==> src/logic/core_consts.svh <==
// Core-wide constants for the pipeline RTL. Include wherever a size or an opcode is needed.
`ifndef CORE_CONSTS_SVH
`define CORE_CONSTS_SVH

`define CORE_REG_COUNT    32
`define CORE_IMEM_DEPTH   64
`define CORE_IMEM_AW      6          // word index width for the imem

// major opcodes
`define CORE_OPC_LUI      7'b0110111
`define CORE_OPC_OPIMM    7'b0010011
`define CORE_OPC_OP       7'b0110011
`define CORE_OPC_SYSTEM   7'b1110011

`define CORE_INST_EBREAK  32'h00100073

// countdown after the halting instruction leaves decode
`define CORE_DRAIN_CYCLES 2

`endif

==> src/logic/core_pkg.sv <==
// Shared types of the core. Modules import it in their bodies and use scoped names in ports.
package core_pkg;

    typedef logic [31:0] word_t;      // register value, immediate, alu result
    typedef logic [4:0]  reg_addr_t;
    typedef logic [31:0] pc_t;        // byte address with the low bits always zero

    typedef enum logic [3:0] {
        ALU_ADD,
        ALU_SUB,
        ALU_AND,
        ALU_OR,
        ALU_XOR,
        ALU_SLL,
        ALU_SRL,
        ALU_SLT,
        ALU_PASS_B                    // lui
    } alu_op_e;

    typedef enum logic [1:0] {
        IDLE,
        RUN,
        DRAIN,
        HALT
    } run_state_e;

endpackage

==> src/logic/fetch_stage.sv <==
// Fetch stage of the core. Holds the instruction memory, its load port, the pc and the fetch register.
`timescale 1ns/10ps
`include "core_consts.svh"

module fetch_stage (
    input  logic                           clk,
    input  logic                           rst_i,
    input  logic                           load_we_i,
    input  logic [`CORE_IMEM_AW-1:0]       load_addr_i,
    input  core_pkg::word_t                load_data_i,
    input  logic                           fetch_en_i,
    input  logic                           flush_i,
    output logic                           if_valid_o,
    output core_pkg::pc_t                  if_pc_o,
    output core_pkg::word_t                if_inst_o
);
    import core_pkg::*;

    word_t imem [`CORE_IMEM_DEPTH];
    pc_t   pc_q;

    // memory and fetch payload
    always_ff @(posedge clk) begin
        if (load_we_i && !fetch_en_i) begin
            imem[load_addr_i] <= load_data_i;   // only lands while fetch is stopped
        end
        if (fetch_en_i) begin
            if_inst_o <= imem[pc_q[`CORE_IMEM_AW+1:2]];
            if_pc_o   <= pc_q;
        end
    end

    always_ff @(posedge clk) begin
        if (rst_i || flush_i) begin
            pc_q       <= '0;                   // next start runs from pc 0
            if_valid_o <= 1'b0;
        end else begin
            if_valid_o <= fetch_en_i;
            if (fetch_en_i) begin
                pc_q <= pc_q + 32'd4;
            end
        end
    end

endmodule

==> config.mk <==
export PLATFORM = sky130hd
export DESIGN_NAME = fetch_stage
export DESIGN_NICKNAME = d
export VERILOG_FILES = /design/src/logic/core_pkg.sv /design/src/logic/fetch_stage.sv
export VERILOG_INCLUDE_DIRS = /design/src /design/src/logic
export SDC_FILE = /design/constraint.sdc
export NUM_CORES = 2
export LEC_CHECK = 0
export BUFFER_PORTS_ARGS = -buffer_cell sky130_fd_sc_hd__buf_2
export CORE_MARGIN = 2
export CORE_UTILIZATION = 65
export DETAILED_ROUTE_END_ITERATION = 7
export PLACE_DENSITY = 0.82
export SYNTH_ARGS = -nofsm -noshare
export SYNTH_HDL_FRONTEND = slang
export SYNTH_SLANG_ARGS = --single-unit
==> constraint.sdc <==
create_clock -name clk -period 5.8 [get_ports clk]
set_clock_uncertainty 0.15 [all_clocks]
set_input_delay 0.87 -clock clk [delete_from_list [all_inputs] [get_ports clk]]
set_output_delay 0.87 -clock clk [all_outputs]
set_load 0.01 [all_outputs]
[After elaboration in Yosys (flattened, before gate mapping)]
Memory sizes are Yosys's and may differ from the RTL's. A register that Yosys moved wholly into a read port is not among the register bits.
Index checks and enable logic that the tools add are counted.
Cells by class
  reduce and logical (&&, ||, !) cells: 3
  $add $sub $neg: 1
  multiplexer cells: 2
Operator list (number)
  $add A32 B3 Y32 const B: 1
  $mux W1: 2
  $logic_and A1 B1 Y1: 1
  $logic_not A1 Y1: 1
  $logic_or A1 B1 Y1: 1
Word-level totals
  bits in writable memories: 2048
  logic and storage cells: 10
  memories: 1
  output and inout bits: 65
  register bits: 65
  input bits: 43
Memories
  imem: words 64, width 32, rd ports 1, clocked after memory_dff 1, wr ports 1, line fetch_stage.sv:19  | word_t imem [`CORE_IMEM_DEPTH];

[Logic depth before layout (Yosys ltp)]
  word-level depth: 4
  gate-level depth with buffers: 10
  mapped depth without buffers: 6

[Least setup slack after synthesis]
Ideal clock, no wire load.
  kind: input port to flip-flop
  start point: input load_addr_i[5]
  end point: memory imem[38][0] (netlist name), enable pin
  path slack: 2159 ps
  library setup time: 421 ps
  data required time: 5229 ps
  cell stages on the path: 4
  path buffers: 2
  arrival time: 3070 ps
  cells stage by stage: clkbuf_1 or3b_2 clkbuf_1 nor2_1
RTL lines
  start: declaration: line fetch_stage.sv:9  | input logic [`CORE_IMEM_AW-1:0] load_addr_i,
  end: declaration: line fetch_stage.sv:19
Straight into the memory's write port.

==> results.toml <==
[outcome]
status = "finished clean"

[die]
die_h_um = 358.2
io_pins = 108
std_cell_rows = 129
die_w_um = 358.2
core-area_um2 = 124100
die_area_um2 = 128300
start_util_pct = 65.71

[critical_path]
critPathKind = "flop to flop"
slowest_stage = "dfxtp_4"
worstPathMaxFanout = 68
crit_family = "compound AO/OA/AOI/OAI gates"
cp_data_required_time_ps = 6200
start_kind = "flop"
worstSetupEndpointType = "flop"
critPathArrivalTime_ps = 4290
cpMostUsedCell = "a211oi_1"
worstReg2RegStart = "pc_q[2]$_SDFFE_PP0P_"
crit_path_cell_trace = "buf_12 > mux4_2 > a22o_1 > a211oi_1 > a211oi_1 > a221o_1"
cpPeakStageDelay_ps = 890
startpoint = "pc_q[2]$_SDFFE_PP0P_"
cp_num_buf_inv = 1

[clock_tree]
cts_tree = "built"
cts-buffers-inserted = 197
cts.sinks = 2141
clk_latency_ps = 820
ctsResizeCount = 0
h-tree-depth = 4
cts.path.max_buffers = 3
post_cts_buffers = 0
clk_pin_slew_ps = 70
hold_buffers = 0
cts-root-buf = "clkbuf_16"

[pwr]
leakage_nw = 27.18
p_comb_share_pct = 2.8
power.density_nw_per_um2 = 338.4
p_switching_mw = 6.263
clkPwrFrac_pct = 41.2
intPower_mw = 24.32
seq_power_share_pct = 56.0
netSwitchingFraction_pct = 20.48
irDropWorstVdd_uv = 293.0
finalPower_mw = 30.58

[detailed_routing]
final_antenna_net_count = 0
num_vias = 41630
wl_per_cell_um = 37.55
drc = 0
post_drt_via_cell_ratio = 7.348
drt_iter0_drc = 7043
drt_wl_total_um = 212700
first_pass_iters = 6

[synthesis]
syn_inst = 3673
ys_seq_area_share_pct = 78.45
synth_top_area_share_pct = 77.69
avgSynthCellArea_um2 = 22.21
synth_seq_cells = 2141
yosysWarningCount = 0
async_reset_ff_share_pct = 0
synth_cell_types = 63
synth_edf_count = 2110
synth_area_leaders = "edfxtp_1 (78%), mux4_2 (12%), mux2i_1 (1.4%)"
synth_flop_cell = "edfxtp_1"
synth.cell_area_um2 = 81560
synth_area_leader_cell = "edfxtp_1"

[sta]
rsz0062_at_grt = "no"
tightestPinTransition_ps = 1379
slew_viol_final = 0
fin_crit_sh_pct = 66.96
slew_headroom_pct = 7.859
setup_viol = 0
fmax_ghz = 0.2575
fin_setup_tns_ps = 0
hold_violations = 0
fin_crit_ps = 3884

[global_routing]
grt_overflow_total = 0
grt_pass1_vias = 41610
antenna_found_initial = 5
track_usage_pct = 33.93
grt_start_max_net_pins = 101
grt_pass1_wl_um = 305500

[placement]
hpwl_um = 110300
place_inst = 5305
port_buffers = 105
gp_congestion = 0.8854

[hold_path]
min_from = "pc_q[31]$_SDFFE_PP0P_"
hold_class = "flop to flop"

[cells_and_area]
fin_cells = 5665
nets = 3911
final_cell_mix = "edfxtp_1 (2,110), mux4_2 (448), clkbuf_16 (201)"
drive_gt1_share_pct = 25.80
area_delta_synth_final_pct = 10.80
final_common_cell = "edfxtp_1"

[flow_run]
drv_cap = 0
[logic make-up after synthesis]
kind of cell	synth area share (%)
compound gates	3.054
mux	14.47
buf+inv	1.540
other cells	0.004598
fa+ha+maj	0.01534
xor+xnor	0.2899
simple gates	2.178
flops	78.45
[layer usage]
metal  GRT usage [%]  vias up  part of all wire (%)
met2           53.01     3810                    48
met1           46.14    21250                    34
met4           16.99        4                   6.0
li1                -    15920                     -
met5               0        -                 0.017
met3           7.528      635                    13
[registers in the layout (all words and copies together), names as in the netlist]
name / count
if_inst_o: 32
if_pc_o: 30
if_valid_o: 1
imem: 2048
pc_q: 30
[power by group through the flow]
stage               clock network (mW)  registers [mW]  logic [mW]
finish                            12.6            17.1       0.855
global route                      13.2            17.1       0.886
CTS                               12.6            17.1       0.841
detailed placement                   0            17.4       0.815
global placement                     0            17.4       0.785
floorplan                            0            17.4       0.392
[final cells by class]
cell class                      instances  area, um^2
Antenna cell                            4       10.01
Fill cell                            6266       33750
Clock buffer                          252        5221
Clock inverter                        104       878.3
Inverter                                6       25.02
Tap cell                             1637        2048
Sequential cell                      2141       64000
Multi-Input combinational cell       1326       16830
Timing Repair Buffer                  195        1366
[synthesized netlist by cell type (all sizes together), types with 2 or more instances]
master and count:
a211oi 68, o22a 10, nor2b 35, a32o 9
clkbuf 64, and4 8, a2111oi 5, nand2 86
nor3 13, o31ai 5, mux2i 117, a22o 24
o21ai 30, a221o 12, buf 137, and2 8
or3 5, mux2 48, a21oi 2, o221ai 32
o31a 6, xor2 10, a22oi 82, dfxtp 31
and3 6, nor2 128, nand2b 6, xnor2 17
or3b 3, or4 6, nand3 12, edfxtp 2110
or2 4, a32oi 6, nand4 6, nor3b 3
mux4 448, inv 6, nor4 21, o22ai 34
nand3b 4
[worst reg2reg max path, delay by kind of cell (launching register included)]
family | cells | cell delay (ps)
AO/OA/AOI/OAI | 4 | 1400
buffers and inverters | 1 | 560
flip-flops | 1 | 890
multiplexers | 1 | 640
[stage by stage]
step           utilization, %  instance area (um^2)  hold slack, ps  setup WS, ps
2_1_floorplan               -                 81560           275.3          2159
3_3_place_gp            67.89                 84260           295.8          1965
3_5_place_dp            67.89                 84260           297.2          1957
4_1_cts                 72.80                 90360           293.8          1926
5_1_grt                 72.80                 90360           331.3          1859
6_report                72.81                 90370           308.2          1916
[final timing paths]
kind                                                to  slack [ps]  cells past startpoint
worst max-delay path            if_inst_o[0]$_DFFE_PP_        1920                      6
worst min-delay path             if_pc_o[31]$_DFFE_PP_         310                      0
worst max register to register  if_inst_o[0]$_DFFE_PP_        1920                      6
worst min register to register   if_pc_o[31]$_DFFE_PP_         310                      0
Note: power is estimated with default switching activity, not from simulation.
