## config.mk

```make
export PLATFORM = sky130hd
export DESIGN_NAME = exec_stage
export DESIGN_NICKNAME = d
export VERILOG_FILES = /design/src/logic/core_consts.svh /design/src/logic/core_pkg.sv /design/src/logic/exec_stage.sv
export SDC_FILE = /design/constraint.sdc
export NUM_CORES = 1
export LEC_CHECK = 0
export BUFFER_PORTS_ARGS = -buffer_cell sky130_fd_sc_hd__buf_4
export CORE_ASPECT_RATIO = 1.2
export CORE_MARGIN = 3
export CORE_UTILIZATION = 38
export DETAILED_ROUTE_END_ITERATION = 6
export PLACE_DENSITY = 0.71
export RECOVER_POWER = 50
export SYNTH_ARGS = -nofsm -noshare
export SYNTH_HDL_FRONTEND = slang
export SYNTH_SLANG_ARGS = --single-unit
```

## constraint.sdc

```tcl
create_clock -name clk -period 4.5 [get_ports clk]
set_input_delay 0.45 -clock clk [delete_from_list [all_inputs] [get_ports clk]]
set_output_delay 0.45 -clock clk [all_outputs]
set_load 0.01 [all_outputs]
```

## src/logic/core_consts.svh

```systemverilog
// Core-wide constants for the pipeline RTL. Include wherever a size or an opcode is needed.
`ifndef CORE_CONSTS_SVH
`define CORE_CONSTS_SVH

`define CORE_REG_COUNT    32
`define CORE_IMEM_DEPTH   64
`define CORE_IMEM_AW      6          // word index width for the imem

// major opcodes
`define CORE_OPC_LUI      7'b0110111
`define CORE_OPC_OPIMM    7'b0010011
`define CORE_OPC_OP       7'b0110011
`define CORE_OPC_SYSTEM   7'b1110011

`define CORE_INST_EBREAK  32'h00100073

// countdown after the halting instruction leaves decode
`define CORE_DRAIN_CYCLES 2

`endif

```

## src/logic/core_pkg.sv

```systemverilog
// Shared types of the core. Modules import it in their bodies and use scoped names in ports.
package core_pkg;

    typedef logic [31:0] word_t;      // register value, immediate, alu result
    typedef logic [4:0]  reg_addr_t;
    typedef logic [31:0] pc_t;        // byte address with the low bits always zero

    typedef enum logic [3:0] {
        ALU_ADD,
        ALU_SUB,
        ALU_AND,
        ALU_OR,
        ALU_XOR,
        ALU_SLL,
        ALU_SRL,
        ALU_SLT,
        ALU_PASS_B                    // lui
    } alu_op_e;

    typedef enum logic [1:0] {
        IDLE,
        RUN,
        DRAIN,
        HALT
    } run_state_e;

endpackage

```

## src/logic/exec_stage.sv

```systemverilog
// Execute stage of the core. The ALU and the write-back register that feeds the retire trace.
`timescale 1ns/10ps

module exec_stage (
    input  logic                clk,
    input  logic                rst_i,
    input  logic                id_valid_i,
    input  core_pkg::pc_t       id_pc_i,
    input  core_pkg::alu_op_e   id_op_i,
    input  core_pkg::word_t     id_a_i,
    input  core_pkg::word_t     id_b_i,
    input  core_pkg::reg_addr_t id_rd_i,
    input  logic                id_we_i,
    output core_pkg::word_t     ex_result_o,
    output logic                wb_valid_o,
    output core_pkg::pc_t       wb_pc_o,
    output core_pkg::reg_addr_t wb_rd_o,
    output logic                wb_we_o,
    output core_pkg::word_t     wb_wdata_o
);
    import core_pkg::*;

    always_comb begin
        case (id_op_i)
            ALU_ADD:    ex_result_o = id_a_i + id_b_i;
            ALU_SUB:    ex_result_o = id_a_i - id_b_i;
            ALU_AND:    ex_result_o = id_a_i & id_b_i;
            ALU_OR:     ex_result_o = id_a_i | id_b_i;
            ALU_XOR:    ex_result_o = id_a_i ^ id_b_i;
            ALU_SLL:    ex_result_o = id_a_i << id_b_i[4:0];
            ALU_SRL:    ex_result_o = id_a_i >> id_b_i[4:0];
            ALU_SLT:    ex_result_o = {31'b0, $signed(id_a_i) < $signed(id_b_i)};
            ALU_PASS_B: ex_result_o = id_b_i;
            default:    ex_result_o = '0;
        endcase
    end

    always_ff @(posedge clk) begin
        if (rst_i) begin
            wb_valid_o <= 1'b0;
            wb_we_o    <= 1'b0;
        end else begin
            wb_valid_o <= id_valid_i;
            wb_we_o    <= id_valid_i && id_we_i;
        end
    end

    always_ff @(posedge clk) begin
        wb_pc_o    <= id_pc_i;
        wb_rd_o    <= id_rd_i;
        wb_wdata_o <= ex_result_o;
    end

endmodule

```

# --- Yosys cells after proc, flatten, opt, wreduce, memory -nomap -nowiden ---
# Index checks and enable logic that the tools add are counted.
totals:
  word_cells: 24
  input_bits: 109
  regBits: 71
  out_inout_bits: 103
classes:
  reduce_logical: 2
  muxes: 1
  n_bitwise: 3
  magnitude_cmp: 1
  eq_ne: 8
  shift: 2
  n_addsub: 2
ops:
  columns: ["cell", "n"]
  rows:
  - ["$pmux 32 s9", 1]
  - ["$add 32x32->32", 1]
  - ["$and 32x32->32", 1]
  - ["$lt 32x32->1", 1]
  - ["$or 32x32->32", 1]
  - ["$shl 32x5->32", 1]
  - ["$shr 32x5->32", 1]
  - ["$sub 32x32->32", 1]
  - ["$xor 32x32->32", 1]
  - ["$eq 4x3->1 const B", 4]
  - ["$eq 4x2->1 const B", 2]
  - ["$eq 4x1->1 const B", 1]
  - ["$eq 4x4->1 const B", 1]
  - ["$logic_not 4->1", 1]
  - ["$logic_and 1x1->1", 1]

# --- Logic depth before layout (Yosys ltp) ---
logic_depth:
  depth_word: 2
  depth_mapped: 15

# --- Worst setup path after synthesis ---
# No wires, ideal clock.
synth_path:
  path_kind: "input to output"
  start: "in id_b_i[2]"
  end: "out ex_result_o[26]"
  required_ps: 4050
  cell_stages: 15
  path_slack_ps: 83
  n_path_buf: 4
  t_arrival_ps: 3967
  cell_sequence: "buf_2 -> inv_2 -> buf_2 -> buf_1 -> clkbuf_1 -> ha_1 -> o21bai_1 -> a2111oi_2 -> nor4_2 -> a221oi_2 -> o21ai_1 -> nand2_1 -> o31ai_1 -> mux2_2 -> o221ai_1"
synth_via:
  elab_chain_len: 2
synth_lines:
  columns: ["item", "line_no", "text"]
  rows:
  - ["start: declaration", "exec_stage.sv:11", "input core_pkg::word_t id_b_i,"]
  - ["$sub 32x32->32, or another cell as far along", "exec_stage.sv:26", "ALU_SUB: ex_result_o = id_a_i - id_b_i;"]
  - ["$pmux 32 s9 (*)", "exec_stage.sv:24", "case (id_op_i)"]
  - ["end: declaration", "exec_stage.sv:14", "output core_pkg::word_t ex_result_o,"]
# Every way passes the cells marked *; elsewhere a longest branch is shown, timed or not.

# --- Worst setup path after layout ---
layout_path:
  start: "in id_a_i[0]"
  end: "out ex_result_o[30]"
layout_via:
  elab_chain_len: 2
layout_lines:
  columns: ["item", "line_no", "text"]
  rows:
  - ["start: declaration", "exec_stage.sv:10", "input core_pkg::word_t id_a_i,"]
  - ["$sub 32x32->32, or another cell as far along", "exec_stage.sv:26", null]
  - ["$pmux 32 s9 (*)", "exec_stage.sv:24", null]
# Marked as above.

==> metrics.md <==
| Metric | Value |
|---|---|
| Placed cell area | `0.01159 mm^2` |
| Top delay family on crit path | `compound AO/OA/AOI/OAI gates` |
| Routed vias/inst | `6.448` |
| RSZ-0062 raised after global routing | `yes` |
| Met2 Use GR | `49.61%` |
| Kind of critical path | `in -> out` |
| Clock slew at reported path FFs | `0.08 ns` |
| Post-synthesis sequential area ratio | `14.64%` |
| Final HPWL DP | `35480 um` |
| DR iter-0 viols | `1534` |
| GRT overflow | `0` |
| Core area | `0.02491 mm^2` |
| Post-synth ARST share | `0%` |
| Final ANT Viol Nets | `0` |
| CTS Sinks | `71` |
| IO Pins | `212` |
| DP Worst Slack | `0.2318 ns` |
| Final Hold Viols | `0` |
| Register bit total from synthesis | `71` |
| CTS Buffer Depth | `2` |
| H-tree levels | `3` |
| Max_cap viols | `0` |
| Fmax | `0.2294 GHz` |
| Tot GR Track Use | `31.26%` |
| Post-Layout Cell Count | `1826` |
| Cells after Synth | `1334` |
| Leak | `5.138 nW` |
| Data required, critical path | `4.05 ns` |
| Num CTS Buffers | `9` |
| Utilization after layout | `46.98%` |
| Library cells used by synthesis | `83` |
| Worst setup SP type | `primary input` |
| Max Slew Vio Count | `0` |
| Total Power | `2.860 mW` |
| Hold Crit Class | `in -> reg` |
| Final Critical Period | `4.360 ns` |
| GR Util met3 | `5.894%` |
| Layout area overhead | `20.54%` |
| Fillers | `2617` |
| PortBufs | `211` |
| Inst Count DP | `1810` |
| Rows | `63` |
| Mapped cell area | `0.009708 mm^2` |
| Ys flop type | `dfxtp_1` |
| Switch Pwr | `1.255 mW` |
| # setup viols final | `0` |
| Logic pwr share | `49.2%` |
| Power Dens Cells | `244.3 mW/mm^2` |
| Syn Nets | `1542` |
| Routed WL per cell | `24.95 um` |
| Share of layout cells above drive strength 1 | `18.79%` |
| Vias | `11774` |
| Cell mode on critical path | `buf_4` |
| Slack of the critical path | `0.1399 ns` |
| Initial antenna violation count | `1` |
| Drt total wl | `45560 um` |
| Worst-Margin Slew | `1.167 ns` |
| Switch share | `43.90%` |
| Final instance area | `0.01170 mm^2` |
| Clock share of power | `26.0%` |
| WHS | `0.1996 ns` |
| Clk root buf | `clkbuf_16` |
| Multi-input logic area | `0.007508 mm^2` |
| Register area | `0.001421 mm^2` |
| CTS tree | `done` |
| Status | `complete, no violations` |
| Peak supply drop | `0.1476 mV` |
| Die Ht | `181.1 um` |
| Number of post-CTS setup repair buffers | `0` |
| CTS Hold Bufs | `0` |
| Tcrit/Tclk final | `96.89%` |
| Initial Utilization | `38.97%` |
| Slew HR | `21.56%` |
| Largest stage delay on the critical path | `0.48 ns` |
| Met1 Track Usage GR | `38.03%` |
| Post-layout net count | `1704` |
| DRC | `0` |
| Vias in the first global route | `10858` |
| Sequential power share | `24.8%` |
| CTS resizes | `0` |
| Worst setup EP type | `primary output` |
| Synth warn | `0` |
| Post-synth EDFFs | `0` |
| Ant. Diodes | `0` |
| Worst-path fanout max | `5` |
| TNS Setup | `0 ns` |
| Syn avg cell area | `7.277 um^2` |
| Die X | `151.9 um` |
| Internal | `1.604 mW` |
| GR peak layer | `met2` |
| Largest net degree at the start of global routing | `86` |
| Die Footprint | `0.02751 mm^2` |
| Number of buffer and inverter stages on the critical path | `4` |
| Critical Path Slowest Stage Cell | `o31ai_1` |
| DR pass1 iterations | `6` |
| First-pass GRT wire length | `66910 um` |
| CP Cell Sequence | `buf_4, inv_1, ha_1, fa_1, o21bai_1, a2111oi_2, nor4_2, buf_4, a221oi_2, o21ai_1, a311oi_2, o31ai_1, mux2i_1, o221ai_1, buf_4` |
| GP Congestion | `1.116` |
| Crit path DAT | `3.91 ns` |
## path summary, 6_finish.rpt
kind               to  slack (ns)  cells after the start       start
max   ex_result_o[30]        0.14                     15   id_a_i[0]
min        wb_rd_o[4]        0.20                      1  id_rd_i[4]
## layer usage
layer	up-vias	routed length, um	part of all wire [%]
met1	5443	17050	37
met3	178	4609	10
met4	2	3614	7.9
met2	856	20270	44
li1	5295	-	-
met5	-	7	0.015
## final cells by class
class / instances / share of cell area [%]
clock buffers: 9 / 1.925
clock inverters: 7 / 0.5132
inverters: 98 / 3.143
multi-input cells: 1066 / 64.16
flip-flops and latches: 71 / 12.15
well taps: 325 / 3.475
repair buffers: 250 / 14.64
## flip-flops by register name, summed over array words and instances (netlist names)
register / flops
wb_pc_o: 32
wb_rd_o: 5
wb_wdata_o: 32
wb_valid_o: 1
wb_we_o: 1
## layout by cell type, fill, tap and decap left out, types with 23 or more instances in the layout
cell and count:
o21ai_0 86, mux2i_1 40, nor2_1 160, clkbuf_4 38, o211ai_1 27, nor3_1 26
a21oi_1 131, buf_4 164, clkbuf_1 47, dfxtp_1 71, nand2_1 94, a221oi_1 26
ha_1 96, inv_1 95, a22oi_1 23, nand3_1 32
## kinds of logic after synthesis
group	count (synthesis)	share of synthesized area, %
multiplexers	76	10.77
flip-flops	71	14.64
buffers and inverters	197	8.339
AND/OR/NAND/NOR	383	17.55
adder cells (fa/ha/maj)	99	12.91
XOR/XNOR	1	0.09023
AO/OA/AOI/OAI	507	35.69
## power groups by stage
stage / Sequential, mW / Combinational (mW) / Clock, mW
6_report: 0.709 / 1.41 / 0.743
5_1_grt: 0.716 / 1.50 / 0.778
4_1_cts: 0.710 / 1.40 / 0.753
3_5_place_dp: 0.724 / 1.39 / 0
3_3_place_gp: 0.723 / 1.38 / 0
2_1_floorplan: 0.756 / 0.772 / 0
## cells in the mapped netlist (all sizes together), types with 28 or more instances
cell	instances	area, um^2
nor3	28	140.1
a21oi	132	664.4
clkbuf	57	215.2
nand3	32	160.2
o21ai	95	486.7
buf	42	226.5
nand2	94	352.8
ha	97	1214
mux2i	40	400.4
inv	98	367.8
dfxtp	71	1421
nor2	161	606.8
Note: power is estimated with default switching activity, not from simulation.
