===== src/logic/core_consts.svh =====
// Core-wide constants for the pipeline RTL. Include wherever a size or an opcode is needed.
`ifndef CORE_CONSTS_SVH
`define CORE_CONSTS_SVH

`define CORE_REG_COUNT    32
`define CORE_IMEM_DEPTH   64
`define CORE_IMEM_AW      6          // word index width for the imem

// major opcodes
`define CORE_OPC_LUI      7'b0110111
`define CORE_OPC_OPIMM    7'b0010011
`define CORE_OPC_OP       7'b0110011
`define CORE_OPC_SYSTEM   7'b1110011

`define CORE_INST_EBREAK  32'h00100073

// countdown after the halting instruction leaves decode
`define CORE_DRAIN_CYCLES 2

`endif


===== src/logic/core_pkg.sv =====
// Shared types of the core. Modules import it in their bodies and use scoped names in ports.
package core_pkg;

    typedef logic [31:0] word_t;      // register value, immediate, alu result
    typedef logic [4:0]  reg_addr_t;
    typedef logic [31:0] pc_t;        // byte address with the low bits always zero

    typedef enum logic [3:0] {
        ALU_ADD,
        ALU_SUB,
        ALU_AND,
        ALU_OR,
        ALU_XOR,
        ALU_SLL,
        ALU_SRL,
        ALU_SLT,
        ALU_PASS_B                    // lui
    } alu_op_e;

    typedef enum logic [1:0] {
        IDLE,
        RUN,
        DRAIN,
        HALT
    } run_state_e;

endpackage


===== src/logic/decode_stage.sv =====
// Decode stage of the core. Decodes, forwards operands, flags halts and fills the execute register.
`timescale 1ns/10ps
`include "core_consts.svh"

module decode_stage (
    input  logic                clk,
    input  logic                rst_i,
    input  logic                flush_i,
    input  logic                if_valid_i,
    input  core_pkg::pc_t       if_pc_i,
    input  core_pkg::word_t     if_inst_i,
    input  core_pkg::word_t     rf_rdata1_i,
    input  core_pkg::word_t     rf_rdata2_i,
    input  logic                ex_we_i,
    input  core_pkg::reg_addr_t ex_rd_i,
    input  core_pkg::word_t     ex_result_i,
    input  logic                wb_we_i,
    input  core_pkg::reg_addr_t wb_rd_i,
    input  core_pkg::word_t     wb_wdata_i,
    output core_pkg::reg_addr_t rf_raddr1_o,
    output core_pkg::reg_addr_t rf_raddr2_o,
    output logic                halt_seen_o,
    output logic                halt_illegal_o,
    output logic                id_valid_o,
    output core_pkg::pc_t       id_pc_o,
    output core_pkg::alu_op_e   id_op_o,
    output core_pkg::word_t     id_a_o,
    output core_pkg::word_t     id_b_o,
    output core_pkg::reg_addr_t id_rd_o,
    output logic                id_we_o
);
    import core_pkg::*;

    logic [6:0] opcode;
    logic [2:0] funct3;
    logic [6:0] funct7;
    alu_op_e    op_dec;
    logic       we_dec;
    logic       use_imm;
    logic       is_ebreak;
    logic       illegal;
    logic       issue;
    word_t      imm;
    word_t      rs1_val;
    word_t      rs2_val;

    // youngest producer wins
    function automatic word_t fwd(input reg_addr_t rs, input word_t rf_val);
        if (ex_we_i && ex_rd_i == rs && rs != '0) begin
            return ex_result_i;
        end
        if (wb_we_i && wb_rd_i == rs && rs != '0) begin
            return wb_wdata_i;
        end
        return rf_val;
    endfunction

    assign opcode      = if_inst_i[6:0];
    assign funct3      = if_inst_i[14:12];
    assign funct7      = if_inst_i[31:25];
    assign rf_raddr1_o = if_inst_i[19:15];
    assign rf_raddr2_o = if_inst_i[24:20];

    always_comb begin
        op_dec    = ALU_ADD;
        we_dec    = 1'b0;
        use_imm   = 1'b1;
        is_ebreak = 1'b0;
        illegal   = 1'b0;
        imm       = {{20{if_inst_i[31]}}, if_inst_i[31:20]};   // i-type
        case (opcode)
            `CORE_OPC_LUI: begin
                op_dec = ALU_PASS_B;
                we_dec = 1'b1;
                imm    = {if_inst_i[31:12], 12'b0};
            end
            `CORE_OPC_OPIMM: begin
                we_dec = 1'b1;
                case (funct3)
                    3'b000: op_dec = ALU_ADD;
                    3'b100: op_dec = ALU_XOR;
                    3'b110: op_dec = ALU_OR;
                    3'b111: op_dec = ALU_AND;
                    3'b001: begin
                        op_dec  = ALU_SLL;
                        illegal = (funct7 != 7'b0);
                    end
                    3'b101: begin
                        op_dec  = ALU_SRL;
                        illegal = (funct7 != 7'b0);     // srai not supported
                    end
                    default: illegal = 1'b1;
                endcase
            end
            `CORE_OPC_OP: begin
                we_dec  = 1'b1;
                use_imm = 1'b0;
                case ({funct7, funct3})
                    10'b0000000_000: op_dec = ALU_ADD;
                    10'b0100000_000: op_dec = ALU_SUB;
                    10'b0000000_111: op_dec = ALU_AND;
                    10'b0000000_110: op_dec = ALU_OR;
                    10'b0000000_100: op_dec = ALU_XOR;
                    10'b0000000_001: op_dec = ALU_SLL;
                    10'b0000000_101: op_dec = ALU_SRL;
                    10'b0000000_010: op_dec = ALU_SLT;
                    default:         illegal = 1'b1;
                endcase
            end
            `CORE_OPC_SYSTEM: begin
                is_ebreak = (if_inst_i == `CORE_INST_EBREAK);
                illegal   = !is_ebreak;             // ecall and csr ops
            end
            default: illegal = 1'b1;
        endcase
    end

    always_comb begin
        rs1_val = fwd(rf_raddr1_o, rf_rdata1_i);
        rs2_val = fwd(rf_raddr2_o, rf_rdata2_i);
    end

    assign halt_seen_o    = if_valid_i && (is_ebreak || illegal);
    assign halt_illegal_o = if_valid_i && illegal;
    assign issue          = if_valid_i && !is_ebreak && !illegal && !flush_i;

    always_ff @(posedge clk) begin
        if (rst_i) begin
            id_valid_o <= 1'b0;
            id_we_o    <= 1'b0;
        end else begin
            id_valid_o <= issue;
            id_we_o    <= issue && we_dec;      // qualified for forwarding
        end
    end

    always_ff @(posedge clk) begin
        id_pc_o <= if_pc_i;
        id_op_o <= op_dec;
        id_a_o  <= rs1_val;
        id_b_o  <= use_imm ? imm : rs2_val;
        id_rd_o <= if_inst_i[11:7];
    end

endmodule


===== config.mk =====
export PLATFORM = sky130hd
export DESIGN_NAME = decode_stage
export DESIGN_NICKNAME = d
export VERILOG_FILES = /design/src/logic/core_pkg.sv /design/src/logic/decode_stage.sv
export VERILOG_INCLUDE_DIRS = /design/src /design/src/logic
export SDC_FILE = /design/constraint.sdc
export NUM_CORES = 1
export LEC_CHECK = 0
export BUFFER_PORTS_ARGS = -buffer_cell sky130_fd_sc_hd__buf_2
export CAP_MARGIN = 5
export CORE_AREA = 2 2 127 129
export CTS_CLUSTER_SIZE = 30
export DETAILED_ROUTE_END_ITERATION = 16
export DIE_AREA = 0 0 129 131
export HOLD_SLACK_MARGIN = 0.1
export SYNTH_ARGS = -nofsm -noshare
export SYNTH_HDL_FRONTEND = slang
export SYNTH_SLANG_ARGS = --single-unit

===== constraint.sdc =====
create_clock -name clk -period 1.85 [get_ports clk]
set_input_delay 0.0925 -clock clk [delete_from_list [all_inputs] [get_ports clk]]
set_output_delay 0.0925 -clock clk [all_outputs]
set_load 0.03 [all_outputs]

Yosys cells after proc, flatten, opt, wreduce, memory -nomap -nowiden
Cells that the tools add are included.
{"block": "word_totals", "ff_bits": 107, "input_bits": 208, "wordCells": 80}
{"block": "classes", "n_eq_ne": 21, "muxes": 24, "n_reduce_logical": 28}
{"op": "$mux 32", "n": 9}
{"op": "$eq 10x3->1 const B", "n": 4}
{"op": "$eq 32x21->1 const B", "n": 1}
{"op": "$mux 31", "n": 1}
{"op": "$pmux 3 s7", "n": 1}
{"op": "$eq 5x5->1", "n": 4}
{"op": "$pmux 3 s5", "n": 1}
{"op": "$eq 7x6->1 const B", "n": 2}
{"op": "$logic_and 1x1->1", "n": 14}
{"op": "$eq 3x3->1 const B", "n": 4}
{"op": "$pmux 4 s3", "n": 1}
{"op": "$eq 10x1->1 const B", "n": 1}
{"op": "$eq 10x2->1 const B", "n": 1}
{"op": "$eq 10x9->1 const B", "n": 1}
{"op": "$logic_not 10->1", "n": 1}
{"op": "$reduce_bool 5->1", "n": 2}
{"op": "$mux 1", "n": 9}
{"op": "$reduce_or 8->1", "n": 1}
{"op": "$eq 7x5->1 const B", "n": 1}
{"op": "$eq 7x7->1 const B", "n": 1}
{"op": "$reduce_bool 7->1", "n": 1}
{"op": "$logic_not 1->1", "n": 4}
{"op": "$pmux 1 s4", "n": 1}
{"op": "$reduce_or 4->1", "n": 1}
{"op": "other kinds (6)", "n": 6}

Logic depth before layout (Yosys ltp)
Gate-level depths: netlist of run 1.
{"block": "logic_depth", "depth_word": 8, "mapped_depth": 7, "mapped_depth_nobuf": 6}

Least setup slack after synthesis of run 1
OpenSTA, ideal clock, no wires.
{"block": "synth_timing", "path_type": "input-to-output", "startpoint": "input if_inst_i[25]", "endpoint": "output halt_illegal_o", "arrival_time_ps": 1867, "required_time_ps": 1757, "slack_ps": -109, "stages": 6, "path_buffers": 1, "cell_sequence": "or4_1 > or4_1 > buf_2 > nor4_2 > a21oi_1 > o31a_1"}
{"block": "synth_via", "elab_chain_cells": 5}
{"element": "start, declared", "line": "decode_stage.sv:11", "source": "input core_pkg::word_t if_inst_i,"}
{"element": "$eq 10x2->1 (tied with other cells)", "line": "decode_stage.sv:98", "source": "case ({funct7, funct3})"}
{"element": "$reduce_or 8->1 (no line)"}
{"element": "$mux 1", "line": "decode_stage.sv:98"}
{"element": "$pmux 1 s4 *", "line": "decode_stage.sv:71", "source": "case (opcode)"}
{"element": "$logic_and 1x1->1 *", "line": "decode_stage.sv:124", "source": "assign halt_illegal_o = if_valid_i && illegal;"}
{"element": "end, declared", "line": "decode_stage.sv:23", "source": "output logic halt_illegal_o,"}
Mark *: on every way between the ends. The rest lies on a longest branch, timed or not.

Final worst setup path of run 1
{"block": "layout_timing", "startpoint": "input if_inst_i[22]", "endpoint": "output halt_illegal_o"}
{"block": "layout_via", "elab_chain_cells": 4}
{"element": "$eq 32x21->1 (no line)"}
{"element": "$logic_not 1->1", "line": "decode_stage.sv:112", "source": "illegal = !is_ebreak;"}
{"element": "$pmux 1 s4", "line": "decode_stage.sv:71"}
{"element": "$logic_and 1x1->1", "line": "decode_stage.sv:124"}
Every way passes these cells.

==> impl_metrics.tcl, run 1 <==
set metrics [dict create \
    cts_root_buffer "clkbuf_16" \
    finalInstanceArea_mm2 0.00887 \
    drc 0 \
    numCtsBuffers 9 \
    dr.pass1.iters 6 \
    globalRoute.totalOverflow 0 \
    setup_viol 2 \
    worst_slack_ps -225 \
    yosysWarnings 0 \
    pre_cts_ws_ps -336 \
    postPlaceCellArea_mm2 0.00652 \
    comb_power_share 0.237 \
    ir_worst_vdd_mv 0.479 \
    initial_utilization 0.279 \
    hold_viol 0 \
    worstMarginPinSlew_ps 742 \
    clk_pin_slew_worst_paths_ps 80 \
    cts_buffer_depth 2 \
    seq_area_frac_synth 0.492 \
    cts.sinks 107 \
    slowest_delay_ps 570 \
    vias 5558 \
    p_total_w 0.00599 \
    end_kind "output port" \
    crit_top_cell "or4_4" \
    start_kind "input pin" \
    drive_above_1_share 0.431 \
    p_leak_nw 4.00 \
    final_common_cell "buf_2" \
    async_flop_share 0 \
    core_mm2 0.0156 \
    crit_type "input pin to output port" \
    status "finished, violations left" \
    synthToLayoutAreaGrowth_pct 104 \
    cp_cell_sequence "buf_2 -> or4_4 -> or4_4 -> nor4_4 -> a21oi_1 -> o31a_1 -> buf_6" \
    ys_seq_elements 107 \
    switching_power_w 0.00176 \
    power_frac_clock 0.350 \
    ys.flop_type "dfxtp_1" \
    synth_edf_count 0 \
    slew_violations 0 \
    fp.dieArea_mm2 0.0169 \
    nets 1188 \
    min_period_ps 2080 \
    switching_share 0.294 \
    place_hpwl_mm 14.2 \
    seqPwrFrac 0.413 \
    syn-num-nets 649 \
    worstPathRequired_ps 1760 \
    synth_cells 441 \
    cts_tree "done" \
    yosysUniqueCellTypes 42 \
    path_max_fanout 2 \
    fp.dieH_um 131 \
    gp_congestion 0.876 \
    routedWlPerCell_um 17.2 \
    violations "setup timing" \
    fin_crit_sh 1.12 \
    layout.cells.most_common_list "buf_2 (322), dlygate4sd3_1 (177), dfxtp_1 (107)" \
    internal_power_w 0.00423 \
    slew-limit-headroom 0.503 \
    hold_path.class "input pin to flip-flop" \
    path_buf_inv 2 \
    rsz0062_at_grt "yes" \
    initialDrtViolationCount 243 \
    slowest_stage "or4_4" \
    drv_cap 0 \
    die_w_um 129 \
    critPathTopFamily "simple AND/OR/NAND/NOR gates" \
    p_per_area_mw_per_mm2 675 \
    grt_pass1_wl_mm 28.8 \
    ant_nets 0 \
    final_util 0.569 \
    vias_per_cell 4.62 \
    portBuffers 326 \
    antenna_found_initial 3 \
    grt_pass1_vias 5477 \
    num_rows 46 \
    critPathArrivalTime_ps 1980 \
    fill_cells 1317 \
    io_pins 327 \
    grt_max_degree 29 \
    h-tree-depth 3 \
    max_freq_mhz 482 \
    tns_ps -351 \
    track_usage 0.225 \
    avgSynthCellArea_um2 9.87 \
    synth_area_mm2 0.00435 \
    routed_wl_mm 20.7 \
]
[repair_timing]
item | 4_1_cts | 5_1_grt
gates resized for setup | 7 | 14
gates cloned | 0 | 0
hold buffers | 179 | 13
pin swaps | 4 | 15
setup endpoints to repair | 2 | 36
endpoints found under the hold margin | 106 | 13
setup buffers | 1 | 16
[per-stage QoR]
stage / hold WS [ps] / cells
floorplan: 120 / 441
global placement: 195 / 991
detailed placement: 196 / 991
CTS: 101 / 1187
global route: 118 / 1202
finish: 9.48 / 1202
[cells in the mapped netlist (2+ instances only)]
library cell | n | area share
o211ai_1 | 2 | 0.0034
nand4_1 | 4 | 0.0057
and3_1 | 2 | 0.0029
and2_1 | 2 | 0.0029
clkbuf_1 | 16 | 0.014
a222oi_1 | 8 | 0.018
buf_2 | 9 | 0.010
buf_4 | 12 | 0.021
nor2b_1 | 4 | 0.0057
nand2_1 | 41 | 0.035
a2111oi_0 | 11 | 0.022
nor2_1 | 34 | 0.029
or4_1 | 7 | 0.012
o21ai_1 | 52 | 0.060
nand3_1 | 5 | 0.0057
nor3_1 | 5 | 0.0057
xor2_1 | 4 | 0.0080
a21oi_1 | 4 | 0.0046
mux2i_1 | 64 | 0.15
xnor2_1 | 14 | 0.028
dfxtp_1 | 107 | 0.49
a22oi_1 | 11 | 0.019
o21ai_0 | 2 | 0.0023
nor4_2 | 3 | 0.0086
[final cells by class]
type                       instances  area [um^2]  share of cell area
sequential                       107         2140               0.241
inverter                           2         7.51            0.000846
timing repair buffer             565         4020               0.453
antenna                            1         2.50            0.000282
clock buffer                       9          225              0.0254
clock inverter                     7          103              0.0116
tap                              216          270              0.0305
multi-input combinational        295         2100               0.237
[sequential cells by signal, indices dropped and copies added (netlist names)]
| signal | flops |
|---|---|
| id_rd_o | 5 |
| id_pc_o | 32 |
| id_a_o | 32 |
| id_we_o | 1 |
| id_valid_o | 1 |
| id_b_o | 32 |
| id_op_o | 4 |
[layer usage]
| layer | vias to the layer above | global-route usage | part of all wire |
|---|---|---|---|
| met5 | - | 0 | 0.0014 |
| met4 | 4 | 0.0793 | 0.028 |
| met3 | 45 | 0.0717 | 0.078 |
| met2 | 282 | 0.420 | 0.51 |
| met1 | 2571 | 0.240 | 0.38 |
| li1 | 2656 | - | - |
[power groups by stage]
stage,logic [W],clock network (W),registers [W]
after global routing,0.00151,0.00224,0.00249
final,0.00142,0.00209,0.00247
after floorplan,0.000257,0,0.00281
after CTS,0.00139,0.00216,0.00247
after global placement,0.00107,0,0.00252
after detailed placement,0.00108,0,0.00252
[cells by family after synthesis]
logic type | Yosys count | synth area share
DFF | 107 | 0.492
xor gates and xnor gates | 18 | 0.0362
buffers and inverters | 39 | 0.0466
AOI/OAI and AO/OA | 97 | 0.143
and+or+nand+nor | 116 | 0.135
muxes | 64 | 0.147
[worst min-delay path, stage by stage]
cell and delay, ps:
buf_2 70, mux2i_1 50, o21ai_1 110
[worst paths after layout]
check                          start              to  slack, ps  cells after the start
worst min-delay path  rf_rdata1_i[6]       id_a_o[6]          9                      3
worst max-delay path   if_inst_i[22]  halt_illegal_o       -230                      7
Note: power is estimated with default switching activity, not from simulation.
==> run 2, diff against run 1 <==
CORE_AREA = 2 2 126 128   (was 2 2 127 129)
CTS_BUF_LIST = sky130_fd_sc_hd__clkbuf_2 sky130_fd_sc_hd__clkbuf_4 sky130_fd_sc_hd__clkbuf_8   (was default)
DIE_AREA = 0 0 128 130   (was 0 0 129 131)
==> run 2 against run 1 <==
  * The run still ends with setup timing left
  * Setup slack worse by 9.9 ps
  * First-iteration DRC count is 20% higher
  * Power is 8.2% lower
  * Global-route usage is 1.3 points higher
  * Clock-buffer cell count stayed put
  * Die area is 1.5% lower
  * Via count is 2.0% higher
  * Sequential share of layout area is 0.20 points higher
  * Hold slack better by 140 ps
  * Critical path type unchanged
==> impl_metrics.tcl, run 2 (synthesized netlist as in run 1, its figures left out) <==
set metrics [dict create \
    status "finished, violations left" \
    violations "setup timing" \
    slew-limit-headroom 0.486 \
    hold_viol 0 \
    p_leak_nw 3.94 \
    hp-start "if_inst_i[14]" \
    min_period_ps 2080 \
    synthToLayoutAreaGrowth_pct 102 \
    hold_depth 5 \
    finalInstanceArea_mm2 0.00880 \
    worstPathRequired_ps 1760 \
    drc 0 \
    layout.cells.most_common_list "buf_2 (322), dlygate4sd3_1 (194), dfxtp_1 (107)" \
    path_max_fanout 3 \
    drive_above_1_share 0.419 \
    ant_nets 0 \
    initialDrtViolationCount 291 \
    hold_path.class "input pin to flip-flop" \
    grt_pass1_vias 5800 \
    diodes 0 \
    globalRoute.totalOverflow 0 \
    vias 5671 \
    antenna_found_initial 0 \
    p_per_area_mw_per_mm2 625 \
    fp.dieArea_mm2 0.0166 \
    num_rows 46 \
    cts_tree "done" \
    slew_violations 0 \
    grt_pass1_wl_mm 30.3 \
    max_freq_mhz 480 \
    rsz0062_at_grt "yes" \
    crit_type "input pin to output port" \
    clk_pin_slew_worst_paths_ps 110 \
    critPathArrivalTime_ps 1990 \
    routed_wl_mm 21.5 \
    portBuffers 326 \
    whs_endpoint "id_op_o[2]" \
    top_regs "id_a_o x32, id_b_o x32, id_pc_o x32" \
    ir_worst_vdd_mv 0.358 \
    grt_max_degree 53 \
    vias_per_cell 4.80 \
    final_util 0.570 \
    fp.dieH_um 130 \
    die_w_um 128 \
    cts.sinks 107 \
    postPlaceCellArea_mm2 0.00640 \
    nets 1192 \
    cts_root_buffer "clkbuf_8" \
    routedWlPerCell_um 18.2 \
    fill_cells 1291 \
    numCtsBuffers 9 \
    cts_buffer_depth 2 \
    gp_congestion 0.873 \
    setup_viol 3 \
    dr.pass1.iters 6 \
    fin_crit_sh 1.13 \
    worstMarginPinSlew_ps 768 \
    drv_cap 0 \
    final_common_cell "buf_2" \
    end_kind "output port" \
    h-tree-depth 3 \
    track_usage 0.239 \
    initial_utilization 0.282 \
    io_pins 327 \
    place_hpwl_mm 14.0 \
    core_mm2 0.0154 \
    worst_slack_ps -235 \
    start_kind "input pin" \
]
-- run 2: cell types whose count changed in the layout (fill, tap and decap cells not counted), moves of 5 or more --
| cell | change |
|---|---|
| mux2i_1 | -5 |
| clkbuf_8 | +9 |
| dlygate4sd3_1 | +17 |
| buf_4 | -14 |
| clkbuf_16 | -7 |
| buf_12 | -6 |
-- run 2: worst max-delay path by stage --
stage / start / endpoint / slack (ps) / cells after the start
finish: if_inst_i[22] / halt_illegal_o / -230 / 7
global placement: if_inst_i[22] / halt_illegal_o / -290 / 7
detailed placement: if_inst_i[22] / halt_illegal_o / -330 / 7
CTS: if_inst_i[22] / halt_illegal_o / -240 / 7
floorplan: if_inst_i[25] / halt_illegal_o / -20 / 6
global route: if_inst_i[25] / halt_seen_o / -270 / 7
-- run 2: power breakdown --
| part | total (W) | internal (W) | switching [W] |
|---|---|---|---|
| clock network | 0.00157 | 0.000651 | 0.000915 |
| logic | 0.00146 | 0.000710 | 0.000748 |
| registers | 0.00247 | 0.00244 | 0.0000321 |
| total | 0.00550 | 0.00380 | 0.00170 |
-- run 2: layout make-up --
class	instances	area, um^2	share of cell area
multi-input cells	295	2120	0.241
well taps	192	240	0.0273
clock inverters	7	85.1	0.00967
flip-flops and latches	107	2140	0.243
repair buffers	569	4080	0.464
clock buffers	9	124	0.0141
inverters	2	7.51	0.000853
-- run 2: stage by stage --
stage                     hold slack, ps  instances  TNS, ps  setup slack, ps  total power, W
after detailed placement             196        961    -5540             -333         0.00359
after global placement               194        961    -5750             -295         0.00358
after CTS                            119       1170     -725             -239         0.00548
after floorplan                      120        441    -52.2            -24.0         0.00306
final                                150       1181     -495             -235         0.00550
after global routing                 160       1181     -711             -272         0.00575
-- run 2: worst max-delay path: stages --
cell and delay [ps]:
buf_2 130, or4_4 550, or4_4 440, nor4_2 250, a21oi_1 90, o31a_1 260
buf_4 170
-- run 2: per-layer routing --
layer / wire length, um / global-route usage
met5: 0 / 0
met4: 896 / 0.116
met3: 1610 / 0.0533
met2: 10800 / 0.429
met1: 8220 / 0.269
-- run 2: timing repair --
item,in CTS,in global routing
pin swaps,3,4
setup buffers,5,4
cloned,0,3
hold endpoints to repair,106,18
endpoints found under the setup margin,2,40
gates resized for setup,10,24
hold buffers,188,27
